**src/source/exu_cfg.svh**
```systemverilog
//**************************************
// execution unit configuration
// data path, register index, commit tag
// and shift amount widths shared by the
// package and all execution-unit modules
//**************************************

`ifndef EXU_CFG_SVH
`define EXU_CFG_SVH

// integer data path width
`define EXU_XLEN 32

// destination register index into the
// 32-entry integer register file
`define EXU_REG_ADDR_WIDTH 5

// tag that follows each instruction to commit
`define EXU_COMMIT_ID_WIDTH 3

// shift amount, low bits of op2
`define EXU_SHAMT_WIDTH 5

`endif

```
**src/source/exu_pkg.sv**
```systemverilog
//**************************************
// execution unit types
// operation encodings for the ALU, the
// multiplier and the branch unit, plus
// the issue and writeback structs
//**************************************

`include "exu_cfg.svh"

package exu_pkg;

    typedef enum logic [3:0] {
        alu_add      = 4'd0,
        alu_sub      = 4'd1,
        alu_sll      = 4'd2,
        alu_slt      = 4'd3,
        alu_sltu     = 4'd4,
        alu_xor      = 4'd5,
        alu_srl      = 4'd6,
        alu_sra      = 4'd7,
        alu_or       = 4'd8,
        alu_and      = 4'd9,
        // lui / auipc result already formed upstream
        alu_pass_op2 = 4'd10
    } alu_op_e;

    typedef enum logic [1:0] {
        mul_mul    = 2'd0,
        mul_mulh   = 2'd1,
        mul_mulhsu = 2'd2,
        mul_mulhu  = 2'd3
    } mul_op_e;

    typedef enum logic [2:0] {
        bru_beq  = 3'd0,
        bru_bne  = 3'd1,
        bru_blt  = 3'd2,
        bru_bltu = 3'd3,
        bru_bge  = 3'd4,
        bru_bgeu = 3'd5,
        bru_jal  = 3'd6,
        bru_jalr = 3'd7
    } bru_op_e;

    typedef struct packed {
        logic [`EXU_XLEN-1:0]            op1;
        logic [`EXU_XLEN-1:0]            op2;
        alu_op_e                         op;
        logic [`EXU_REG_ADDR_WIDTH-1:0]  rd;
        logic [`EXU_COMMIT_ID_WIDTH-1:0] commit_id;
        logic                            reg_we;
    } alu_req_t;

    typedef struct packed {
        logic [`EXU_XLEN-1:0]            op1;
        logic [`EXU_XLEN-1:0]            op2;
        mul_op_e                         op;
        logic [`EXU_REG_ADDR_WIDTH-1:0]  rd;
        logic [`EXU_COMMIT_ID_WIDTH-1:0] commit_id;
    } mul_req_t;

    // op1/op2 are compared, jump_op1 + jump_op2 is the target
    typedef struct packed {
        logic [`EXU_XLEN-1:0] op1;
        logic [`EXU_XLEN-1:0] op2;
        logic [`EXU_XLEN-1:0] jump_op1;
        logic [`EXU_XLEN-1:0] jump_op2;
        bru_op_e              op;
    } bru_req_t;

    // we high marks a valid register file write
    typedef struct packed {
        logic [`EXU_XLEN-1:0]            wdata;
        logic [`EXU_REG_ADDR_WIDTH-1:0]  waddr;
        logic [`EXU_COMMIT_ID_WIDTH-1:0] commit_id;
        logic                            we;
    } wb_t;

endpackage

```
**src/source/exu_alu.sv**
```systemverilog
//**************************************
// integer ALU lane
// single-cycle result into one output
// slot, held while writeback is not
// ready and flushed on interrupt
//**************************************

`include "exu_cfg.svh"

module exu_alu
    import exu_pkg::*;
(
    input  logic     clk,
    input  logic     reset_i,
    input  logic     int_assert_i,
    input  logic     req_alu_i,
    input  alu_req_t alu_req_i,
    input  logic     wb_ready_i,
    output wb_t      wb_o,
    output logic     alu_stall_o
);

    logic [`EXU_XLEN-1:0]        op1;
    logic [`EXU_XLEN-1:0]        op2;
    logic [`EXU_SHAMT_WIDTH-1:0] shamt;
    logic [`EXU_XLEN-1:0]        result;
    logic                        accept;

    // output slot
    logic                            slot_we_q;
    logic [`EXU_XLEN-1:0]            slot_wdata_q;
    logic [`EXU_REG_ADDR_WIDTH-1:0]  slot_waddr_q;
    logic [`EXU_COMMIT_ID_WIDTH-1:0] slot_cid_q;

    assign op1   = alu_req_i.op1;
    assign op2   = alu_req_i.op2;
    assign shamt = op2[`EXU_SHAMT_WIDTH-1:0];

    always_comb begin
        case (alu_req_i.op)
            alu_add:      result = op1 + op2;
            alu_sub:      result = op1 - op2;
            alu_sll:      result = op1 << shamt;
            alu_slt:      result = {{(`EXU_XLEN-1){1'b0}}, $signed(op1) < $signed(op2)};
            alu_sltu:     result = {{(`EXU_XLEN-1){1'b0}}, op1 < op2};
            alu_xor:      result = op1 ^ op2;
            alu_srl:      result = op1 >> shamt;
            // arithmetic shift keeps the sign of op1
            alu_sra:      result = $signed(op1) >>> shamt;
            alu_or:       result = op1 | op2;
            alu_and:      result = op1 & op2;
            alu_pass_op2: result = op2;
            default:      result = '0;
        endcase
    end

    // slot full and nobody draining it
    assign alu_stall_o = slot_we_q & ~wb_ready_i;

    // a draining slot can take the next request on the same edge
    assign accept = req_alu_i & ~alu_stall_o & ~int_assert_i;

    always_ff @(posedge clk) begin
        if (reset_i) begin
            slot_we_q <= 1'b0;
        end else if (int_assert_i) begin
            slot_we_q <= 1'b0;
        end else if (accept) begin
            // reg_we low still frees the slot
            slot_we_q <= alu_req_i.reg_we;
        end else if (wb_ready_i) begin
            slot_we_q <= 1'b0;
        end
    end

    // payload only moves on accept, so back-pressure holds it
    always_ff @(posedge clk) begin
        if (accept) begin
            slot_wdata_q <= result;
            slot_waddr_q <= alu_req_i.rd;
            slot_cid_q   <= alu_req_i.commit_id;
        end
    end

    always_comb begin
        wb_o.wdata     = slot_wdata_q;
        wb_o.waddr     = slot_waddr_q;
        wb_o.commit_id = slot_cid_q;
        wb_o.we        = slot_we_q;
    end

endmodule

```
**src/source/exu_mul.sv**
```systemverilog
//**************************************
// two-stage 32x32 multiplier
// stage one forms the full product,
// stage two picks the result word and
// holds it until writeback takes it
//**************************************

`include "exu_cfg.svh"

module exu_mul
    import exu_pkg::*;
(
    input  logic     clk,
    input  logic     reset_i,
    input  logic     int_assert_i,
    input  logic     req_mul_i,
    input  mul_req_t mul_req_i,
    input  logic     wb_ready_i,
    output wb_t      wb_o,
    output logic     mul_stall_o
);

    localparam int PROD_WIDTH = 2 * `EXU_XLEN;

    logic                         op1_signed;
    logic                         op2_signed;
    logic signed [`EXU_XLEN:0]    op1_ext;
    logic signed [`EXU_XLEN:0]    op2_ext;
    logic signed [PROD_WIDTH-1:0] product;
    logic                         advance;
    logic                         accept;

    // stage one
    logic                            s1_valid_q;
    logic [PROD_WIDTH-1:0]           s1_prod_q;
    logic                            s1_hi_q;
    logic [`EXU_REG_ADDR_WIDTH-1:0]  s1_rd_q;
    logic [`EXU_COMMIT_ID_WIDTH-1:0] s1_cid_q;

    // stage two, the writeback slot
    logic                            s2_valid_q;
    logic [`EXU_XLEN-1:0]            s2_wdata_q;
    logic [`EXU_REG_ADDR_WIDTH-1:0]  s2_rd_q;
    logic [`EXU_COMMIT_ID_WIDTH-1:0] s2_cid_q;

    // mulh treats both signed, mulhsu only op1
    assign op1_signed = (mul_req_i.op == mul_mulh) || (mul_req_i.op == mul_mulhsu);
    assign op2_signed = (mul_req_i.op == mul_mulh);

    assign op1_ext = {op1_signed & mul_req_i.op1[`EXU_XLEN-1], mul_req_i.op1};
    assign op2_ext = {op2_signed & mul_req_i.op2[`EXU_XLEN-1], mul_req_i.op2};

    // low 64 bits of the 33x33 signed product
    assign product = PROD_WIDTH'(op1_ext) * PROD_WIDTH'(op2_ext);

    // one freeze condition for both stages
    assign advance     = ~(s2_valid_q & ~wb_ready_i);
    assign mul_stall_o = ~advance;
    assign accept      = req_mul_i & advance & ~int_assert_i;

    always_ff @(posedge clk) begin
        if (reset_i) begin
            s1_valid_q <= 1'b0;
            s2_valid_q <= 1'b0;
        end else if (int_assert_i) begin
            // drop everything in flight
            s1_valid_q <= 1'b0;
            s2_valid_q <= 1'b0;
        end else if (advance) begin
            s1_valid_q <= accept;
            s2_valid_q <= s1_valid_q;
        end
    end

    always_ff @(posedge clk) begin
        if (accept) begin
            s1_prod_q <= product;
            s1_hi_q   <= (mul_req_i.op != mul_mul);
            s1_rd_q   <= mul_req_i.rd;
            s1_cid_q  <= mul_req_i.commit_id;
        end
    end

    // low word for mul, high word for the mulh family
    always_ff @(posedge clk) begin
        if (advance && s1_valid_q) begin
            s2_wdata_q <= s1_hi_q ? s1_prod_q[PROD_WIDTH-1:`EXU_XLEN]
                                  : s1_prod_q[`EXU_XLEN-1:0];
            s2_rd_q    <= s1_rd_q;
            s2_cid_q   <= s1_cid_q;
        end
    end

    always_comb begin
        wb_o.wdata     = s2_wdata_q;
        wb_o.waddr     = s2_rd_q;
        wb_o.commit_id = s2_cid_q;
        wb_o.we        = s2_valid_q;
    end

endmodule

```
**src/source/exu_bru.sv**
```systemverilog
//**************************************
// branch unit
// resolves conditional branches and
// jumps in the same cycle, checks the
// target alignment, and lets an
// interrupt jump win over the redirect
//**************************************

`include "exu_cfg.svh"

module exu_bru
    import exu_pkg::*;
(
    input  logic                 req_bjp_i,
    input  bru_req_t             bru_req_i,
    input  logic                 int_jump_i,
    input  logic [`EXU_XLEN-1:0] int_addr_i,
    output logic                 jump_flag_o,
    output logic [`EXU_XLEN-1:0] jump_addr_o,
    output logic                 misaligned_fetch_o
);

    logic                 op_eq;
    logic                 op_lt;
    logic                 op_ltu;
    logic                 cond_met;
    logic                 taken;
    logic [`EXU_XLEN-1:0] target_sum;
    logic [`EXU_XLEN-1:0] target;

    assign op_eq  = (bru_req_i.op1 == bru_req_i.op2);
    assign op_lt  = ($signed(bru_req_i.op1) < $signed(bru_req_i.op2));
    assign op_ltu = (bru_req_i.op1 < bru_req_i.op2);

    always_comb begin
        case (bru_req_i.op)
            bru_beq:  cond_met = op_eq;
            bru_bne:  cond_met = ~op_eq;
            bru_blt:  cond_met = op_lt;
            bru_bltu: cond_met = op_ltu;
            bru_bge:  cond_met = ~op_lt;
            bru_bgeu: cond_met = ~op_ltu;
            // unconditional jumps
            bru_jal:  cond_met = 1'b1;
            bru_jalr: cond_met = 1'b1;
            default:  cond_met = 1'b0;
        endcase
    end

    assign taken = req_bjp_i & cond_met;

    assign target_sum = bru_req_i.jump_op1 + bru_req_i.jump_op2;

    // jalr drops bit 0 of the computed address
    always_comb begin
        target = target_sum;
        if (bru_req_i.op == bru_jalr) begin
            target[0] = 1'b0;
        end
    end

    // interrupt jump has priority over the branch
    assign jump_flag_o = taken | int_jump_i;
    assign jump_addr_o = int_jump_i ? int_addr_i : target;

    // no compressed support, so bit 1 set is a bad fetch
    assign misaligned_fetch_o = taken & ~int_jump_i & target[1];

endmodule

```
**src/source/exu_top.sv**
```systemverilog
//**************************************
// execution unit top
// two ALU lanes, one multiplier and one
// branch unit, with their stalls merged
// into a single stall flag
//**************************************

`include "exu_cfg.svh"

module exu_top
    import exu_pkg::*;
(
    input  logic                 clk,
    input  logic                 reset_i,
    input  logic                 int_assert_i,
    input  logic                 int_jump_i,
    input  logic [`EXU_XLEN-1:0] int_addr_i,
    input  logic                 req_alu0_i,
    input  alu_req_t             alu0_req_i,
    input  logic                 alu0_wb_ready_i,
    input  logic                 req_alu1_i,
    input  alu_req_t             alu1_req_i,
    input  logic                 alu1_wb_ready_i,
    input  logic                 req_mul_i,
    input  mul_req_t             mul_req_i,
    input  logic                 mul_wb_ready_i,
    input  logic                 req_bjp_i,
    input  bru_req_t             bru_req_i,
    output wb_t                  alu0_wb_o,
    output wb_t                  alu1_wb_o,
    output wb_t                  mul_wb_o,
    output logic                 stall_flag_o,
    output logic                 jump_flag_o,
    output logic [`EXU_XLEN-1:0] jump_addr_o,
    output logic                 misaligned_fetch_o
);

    logic alu0_stall;
    logic alu1_stall;
    logic mul_stall;

    exu_alu u_alu0 (
        .clk          (clk),
        .reset_i      (reset_i),
        .int_assert_i (int_assert_i),
        .req_alu_i    (req_alu0_i),
        .alu_req_i    (alu0_req_i),
        .wb_ready_i   (alu0_wb_ready_i),
        .wb_o         (alu0_wb_o),
        .alu_stall_o  (alu0_stall)
    );

    exu_alu u_alu1 (
        .clk          (clk),
        .reset_i      (reset_i),
        .int_assert_i (int_assert_i),
        .req_alu_i    (req_alu1_i),
        .alu_req_i    (alu1_req_i),
        .wb_ready_i   (alu1_wb_ready_i),
        .wb_o         (alu1_wb_o),
        .alu_stall_o  (alu1_stall)
    );

    exu_mul u_mul (
        .clk          (clk),
        .reset_i      (reset_i),
        .int_assert_i (int_assert_i),
        .req_mul_i    (req_mul_i),
        .mul_req_i    (mul_req_i),
        .wb_ready_i   (mul_wb_ready_i),
        .wb_o         (mul_wb_o),
        .mul_stall_o  (mul_stall)
    );

    exu_bru u_bru (
        .req_bjp_i          (req_bjp_i),
        .bru_req_i          (bru_req_i),
        .int_jump_i         (int_jump_i),
        .int_addr_i         (int_addr_i),
        .jump_flag_o        (jump_flag_o),
        .jump_addr_o        (jump_addr_o),
        .misaligned_fetch_o (misaligned_fetch_o)
    );

    // any blocked writeback holds the issue stage
    assign stall_flag_o = alu0_stall | alu1_stall | mul_stall;

endmodule

```
**config.mk**
```make
export PLATFORM = sky130hd
export DESIGN_NAME = exu_top
export DESIGN_NICKNAME = d
export VERILOG_FILES = /design/src/source/exu_pkg.sv /design/src/source/exu_alu.sv /design/src/source/exu_mul.sv /design/src/source/exu_bru.sv /design/src/source/exu_top.sv
export VERILOG_INCLUDE_DIRS = /design/src /design/src/source
export SDC_FILE = /design/constraint.sdc
export NUM_CORES = 2
export LEC_CHECK = 0
export ABC_AREA = 1
export BUFFER_PORTS_ARGS = -buffer_cell sky130_fd_sc_hd__buf_2
export CAP_MARGIN = 20
export CORE_MARGIN = 1
export CORE_UTILIZATION = 40
export CTS_CLUSTER_SIZE = 24
export DETAILED_ROUTE_END_ITERATION = 10
export PLACE_DENSITY_LB_ADDON = 0.05
export SLEW_MARGIN = 20
export SYNTH_ARGS = -nofsm -noshare
export SYNTH_HDL_FRONTEND = slang
export SYNTH_SLANG_ARGS = --single-unit
```
**constraint.sdc**
```tcl
create_clock -name clk -period 12.7 [get_ports clk]
set_input_delay 2.54 -clock clk [delete_from_list [all_inputs] [get_ports clk]]
set_output_delay 2.54 -clock clk [all_outputs]
set_load 0.01 [all_outputs]
```
---- After elaboration in Yosys (flattened, before gate mapping) ----
Cells that the tools add are included.
word-level totals
  bits in registers ....................... 197
  input port bits ......................... 402
  word-level logic and storage cells ...... 119
cells by class
  $add $sub $neg .......................... 5
  $mul .................................... 1
  magnitude comparators ................... 6
  eq/ne operators ......................... 30
  shift-type cells ........................ 6
  muxes and demuxes ....................... 10
  bitwise gates (word level) .............. 34
  reduce and logical (&&, ||, !) cells .... 10
operators with widths
  operator                                        count
  one-hot mux 32 bit (11 select lines)            2
  < comparator 32 bit                             6
  adder 32 bit                                    3
  bitwise AND 32 bit                              2
  multiplier 33 x 33 -> 64 bit                    1
  two-way mux 32 bit                              2
  bitwise OR 32 bit                               2
  << shifter 32 x 5 -> 32 bit                     2
  >> shifter 32 x 5 -> 32 bit                     2
  >>> shifter 32 x 5 -> 32 bit                    2
  subtractor 32 bit                               2
  XOR 32 bit                                      2
  == test 32 bit                                  1
  == test 4 x 3 -> 1 bit (second input constant)  8
  == test 4 bit (second input constant)           6
  == test 4 x 2 -> 1 bit (second input constant)  4
  bitwise AND 1 bit                               14
  == test 3 bit (second input constant)           4
  inverter 1 bit                                  11
  == test 4 x 1 -> 1 bit (second input constant)  2
  zero test 4 bit                                 2
  one-hot mux 1 bit (7 select lines)              1
  == test 3 x 2 -> 1 bit (second input constant)  2
  nonzero test 2 bit                              3
  other kinds (9)                                 16

---- Depth between registers and ports, before layout ----
  word-level depth ........................ 6
  depth in mapped cells ................... 35
  gate-level depth less buffers ........... 34

---- By module ----
From an unflattened synthesis, not the netlist that was laid out.
second synthesis, totals
  cell total of the unflattened synthesis .. 10409
  area total of the unflattened synthesis .. 70960.6 sq um
modules (own cells, without submodules)
  module             instances  cells an instance  area an instance (sq um)
  exu_mul            1          5365               44320.0
  exu_alu at u_alu0  1          2231               11772.5
  exu_alu at u_alu1  1          2225               11624.9
  exu_bru            1          585                3231.8
  exu_top            1          3                  11.3

---- Worst setup path after synthesis ----
No wires, ideal clock.
  kind .................................... in2reg
  start point ............................. in mul_req_i[8] (netlist bit)
  end point ............................... reg u_mul.s1_prod_q[63], data pin
  library setup time ...................... 252 ps
  arrival time ............................ 9569 ps
  slack ................................... 2879 ps
  cell stages on the path ................. 29
  cell sequence ........................... inv_1 > ha_1 > nand2_2 > inv_2 > clkbuf_1 > nand2_1 > inv_1 > fa_1 > inv_1 > fa_1 > inv_1 > fa_1 > inv_1 > fa_1 > fa_1 > fa_1 > fa_1 > fa_1 > inv_1 > ha_1 > clkbuf_1 > nand2_1 > nor4_1 > nand2_1 > nand3b_1 > nand2_1 > inv_1 > nand2_1 > nand2_1
on the way
  longest elaborated chain between the ends .. 4
  elaborated cells on any way between the ends .. 6
ends and longest elaborated chain
  what                                                            RTL line                      source
  start: declaration                                              exu_top.sv:25                 input mul_req_t mul_req_i,
  == test 2 x 1 -> 1 bit / == test 2 bit (equally long branches)  exu_mul.sv:47, exu_mul.sv:48
  logical OR 1 bit                                                exu_mul.sv:47                 assign op1_signed = (mul_req_i.op == mul_mulh) || (mul_req_i.op == mul_mulhsu);
  bitwise AND 1 bit                                               exu_mul.sv:50                 assign op1_ext = {op1_signed & mul_req_i.op1[`EXU_XLEN-1], mul_req_i.op1};
  multiplier 33 x 33 -> 64 bit (*)                                exu_mul.sv:54                 assign product = PROD_WIDTH'(op1_ext) * PROD_WIDTH'(op2_ext);
  named net u_mul.product[63]                                     exu_mul.sv:29                 logic signed [PROD_WIDTH-1:0] product;
  end signal: assignment                                          exu_mul.sv:77                 s1_prod_q <= product;
  end: declaration                                                exu_mul.sv:35                 logic [PROD_WIDTH-1:0] s1_prod_q;
The timed path passes the listed nets; every way through them passes the cells marked *.
A chain may end at the register's enable or synchronous reset.

---- Worst setup path after layout ----
  start point ............................. in mul_req_i[8] (netlist bit)
  end point ............................... reg u_mul.s1_prod_q[48], data pin
The elaborated chain is that of the path after synthesis.

==> results.toml <==
[yosys]
cell_area_after_technology_mapping_sq_um = 67500
dominant_synthesized_flop_cell = "sky130_fd_sc_hd__edfxtp_1"
postSynthNetCount = 11445
synth.top_cell.area_share_pct = 33.5
ys_types = 58
yosys-top-cells-count = "sky130_fd_sc_hd__nand2_1, sky130_fd_sc_hd__inv_1, sky130_fd_sc_hd__fa_1"
synthDominantAreaCellType = "sky130_fd_sc_hd__fa_1"
postSynthRegisterBits = 197
netlist_instances = 9442
synthesis.area_per_instance_sq_um = 7.15
proportion_of_synthesized_chip_area_in_sequential_cells_pct = 8.70
yosys-top-cells-area = "sky130_fd_sc_hd__fa_1, sky130_fd_sc_hd__nand2_1, sky130_fd_sc_hd__inv_1, sky130_fd_sc_hd__ha_1, sky130_fd_sc_hd__edfxtp_1"
post-synth-top-count-cell = "sky130_fd_sc_hd__nand2_1"
asyncSetResetFlopFracSynth_pct = 0
yosys_warnings = 0
number_of_enable_flip_flop_cells_after_synthesis = 193

[clock_network]
cts_hold_repair.buffers = 0
post_cts_resized = 0
cts.repair_timing.setup_buffer_count = 0
cts-buffers-inserted = 17
cts.clk_slew.worst_paths_ns = 0.09
cts-root-buf = "sky130_fd_sc_hd__clkbuf_16"
clock_tree.htree_level_count = 4
cts.sink_count = 197
clk-insertion-delay-late_ns = 0.56
cts_tree = "yes"
max-clock-path-buffers = 2

[critical_path]
worst_ep_arrival_time_ns = 11.04
worst-endpoint-required_ns = 12.99
reg2reg_setup_slack_ns = 10.44
crit_path_max_fanout = 17
worst_r2r_endpoint = "u_mul.s1_prod_q[35]"
cpPeakStageDelay_ns = 0.62
crit-reg2reg-launch = "u_mul.s2_valid_q"
timing.reg2reg.worst_path_depth = 6
critical_path.startpoint_type = "input port"
critPathMostFrequentCell = "sky130_fd_sc_hd__inv_1"
path_class = "input port to flip-flop"
worstSetupEndpointType = "flip-flop"
cp_slowest_cell = "sky130_fd_sc_hd__fa_1"

[layout]
register_area_sq_um = 5880
area_of_the_multi_input_gates_sq_um = 51700
n_fill_cell = 17708
final_layout_size_suffix_gt1_share_pct = 8.08
flow.area_growth_from_synthesis_pct = 7.36
num-nets-final = 11648

[min_path]
timing.hold.worst_path_depth = 0
hold_path.class = "flip-flop to flip-flop"
holdCritStartpoint = "u_mul.s1_rd_q[2]"
hold_end = "u_mul.s2_rd_q[2]"

[sta]
fin_tns_setup_ns = 0
post-route-min-period_ns = 10.75
setup_repair_after_global_routing_missed_its_margin = "false"
maxSlewViolCount = 0
worst_clock_skew_ns = 0.0393
tightest_slew_ns = 0.999
timing.fmax_mhz = 93.0
post-route-period-util_pct = 84.6
setup_violations = 0
final_hold_viol_count = 0
slew_headroom_pct = 32.4

[route]
detail_route.wirelength_mm = 286
top_layer = "met5"
post_drt_via_cell_ratio = 5.39
detail_route.iter0.violations = 5457
route.vias.total = 64028
detail_route.drc_violations = 0
antenna_violating_nets_post_route = 0
wl_met3_mm = 18.1
route.detailed.wl_per_inst_microns = 24.1
detailroute.wirelength.met2_mm = 136
dr.pass1.iters = 6
wl_met1_mm = 118

[job]
maxCapViolations = 0

[floorplan]
core.rowCount = 150
fp.dieArea_sq_um = 171000
fp.dieH_microns = 413
core_region_area_sq_um = 167000
initial_core_util_pct = 40.3
design.portCount = 560
x_dimension_of_the_die_microns = 413

[placed_design]
buffer_ports.inserted = 559
globalplace.congestion = 1.02
post-dp-hpwl_mm = 242

[global_routing]
gr-usage-all-layers_pct = 33.5
grt.overflow.total = 0
first_global_vias = 65010
grt_pass1_wl_mm = 423
grt_max_degree = 86
initial_antenna_violation_count = 21

[outcome]
outcome = "complete, no violations"
-- critical path, delay by kind of cell --
family / cells / cell delay (ns)
simple gates: 8 / 1.71
fa+ha+maj: 10 / 4.96
xor+xnor: 1 / 0.36
buf+inv: 10 / 1.31
compound gates: 1 / 0.11
-- cell type report --
class,count,share of cell area (%)
diodes,8,0.0276
clock buffers,17,0.587
clock inverters,15,0.261
inverters,2162,11.2
multi-input cells,6625,71.3
flip-flops and latches,197,8.10
well taps,2204,3.80
repair buffers,642,4.72
-- registers in the layout (all words and copies together) (netlist names), 3 cells and up --
register,flops
u_alu1.slot_waddr_q,5
u_alu0.slot_cid_q,3
u_mul.s1_cid_q,3
u_alu0.slot_waddr_q,5
u_mul.s1_prod_q,64
u_mul.s1_rd_q,5
u_alu0.slot_wdata_q,32
u_mul.s2_wdata_q,32
u_alu1.slot_cid_q,3
u_alu1.slot_wdata_q,32
u_mul.s2_rd_q,5
u_mul.s2_cid_q,3
-- kinds of logic after synthesis --
logic type	after synthesis	synth area share, %
mux	61	0.963
flops	197	8.70
xor+xnor	79	1.02
fa+ha+maj	1601	42.2
compound gates	1261	10.5
buf+inv	2620	14.8
simple gates	3623	21.8
-- through the flow --
| stage | hold slack, ns | util [%] | area [sq um] | cells | setup slack, ns |
|---|---|---|---|---|---|
| after floorplan | 0.400 | - | 67500 | 9442 | 2.88 |
| after CTS | 0.430 | 43.3 | 72500 | 11862 | 1.89 |
| after detailed placement | 0.409 | 42.9 | 71900 | 11830 | 1.33 |
| after global placement | 0.401 | 42.9 | 71900 | 11830 | 1.41 |
| after global routing | 0.436 | 43.3 | 72500 | 11865 | 1.55 |
| final | 0.431 | 43.3 | 72500 | 11870 | 1.95 |
-- how the worst max path moves through the flow --
stage                  from                   to  slack (ns)  cells after the start
4_1_cts        mul_req_i[8]  u_mul.s1_prod_q[48]        1.89                     30
3_3_place_gp   mul_req_i[8]  u_mul.s1_prod_q[61]        1.41                     29
3_5_place_dp   mul_req_i[8]  u_mul.s1_prod_q[48]        1.33                     30
6_report       mul_req_i[8]  u_mul.s1_prod_q[48]        1.95                     30
2_1_floorplan  mul_req_i[8]  u_mul.s1_prod_q[63]        2.88                     29
5_1_grt        mul_req_i[8]  u_mul.s1_prod_q[48]        1.55                     30
-- cell usage in the layout (no fill, tap or decap), types with 10 or more instances in the layout --
cell / count
sky130_fd_sc_hd__nand2_1: 2416
sky130_fd_sc_hd__inv_1: 2140
sky130_fd_sc_hd__fa_1: 1129
sky130_fd_sc_hd__buf_2: 559
sky130_fd_sc_hd__nor2_1: 527
sky130_fd_sc_hd__o21ai_0: 501
sky130_fd_sc_hd__ha_1: 471
sky130_fd_sc_hd__nand3_1: 431
sky130_fd_sc_hd__a21oi_1: 370
sky130_fd_sc_hd__edfxtp_1: 193
sky130_fd_sc_hd__buf_4: 83
sky130_fd_sc_hd__o211ai_1: 81
sky130_fd_sc_hd__o22ai_1: 81
sky130_fd_sc_hd__nand4_1: 78
sky130_fd_sc_hd__nor3_1: 69
sky130_fd_sc_hd__xor2_1: 54
sky130_fd_sc_hd__o21a_1: 40
sky130_fd_sc_hd__o21ai_1: 39
sky130_fd_sc_hd__o21bai_1: 33
sky130_fd_sc_hd__a31oi_1: 32
sky130_fd_sc_hd__mux2_2: 32
sky130_fd_sc_hd__mux2i_1: 29
sky130_fd_sc_hd__xnor2_1: 25
sky130_fd_sc_hd__or2_2: 23
sky130_fd_sc_hd__a21o_1: 22
sky130_fd_sc_hd__nor4_1: 21
sky130_fd_sc_hd__inv_2: 19
sky130_fd_sc_hd__a221oi_1: 18
sky130_fd_sc_hd__clkbuf_16: 17
sky130_fd_sc_hd__a21boi_0: 14
sky130_fd_sc_hd__nand3b_1: 10
-- per-layer routing --
| layer | GRT usage (%) | vias to the layer above |
|---|---|---|
| li1 | - | 29164 |
| met1 | 43.2 | 31853 |
| met2 | 56.5 | 2524 |
| met3 | 4.10 | 473 |
| met4 | 14.3 | 14 |
| met5 | 0 | - |
Power is not shown: default switching activity piles up to over one toggle a cycle in this logic, so the estimate is an artifact.
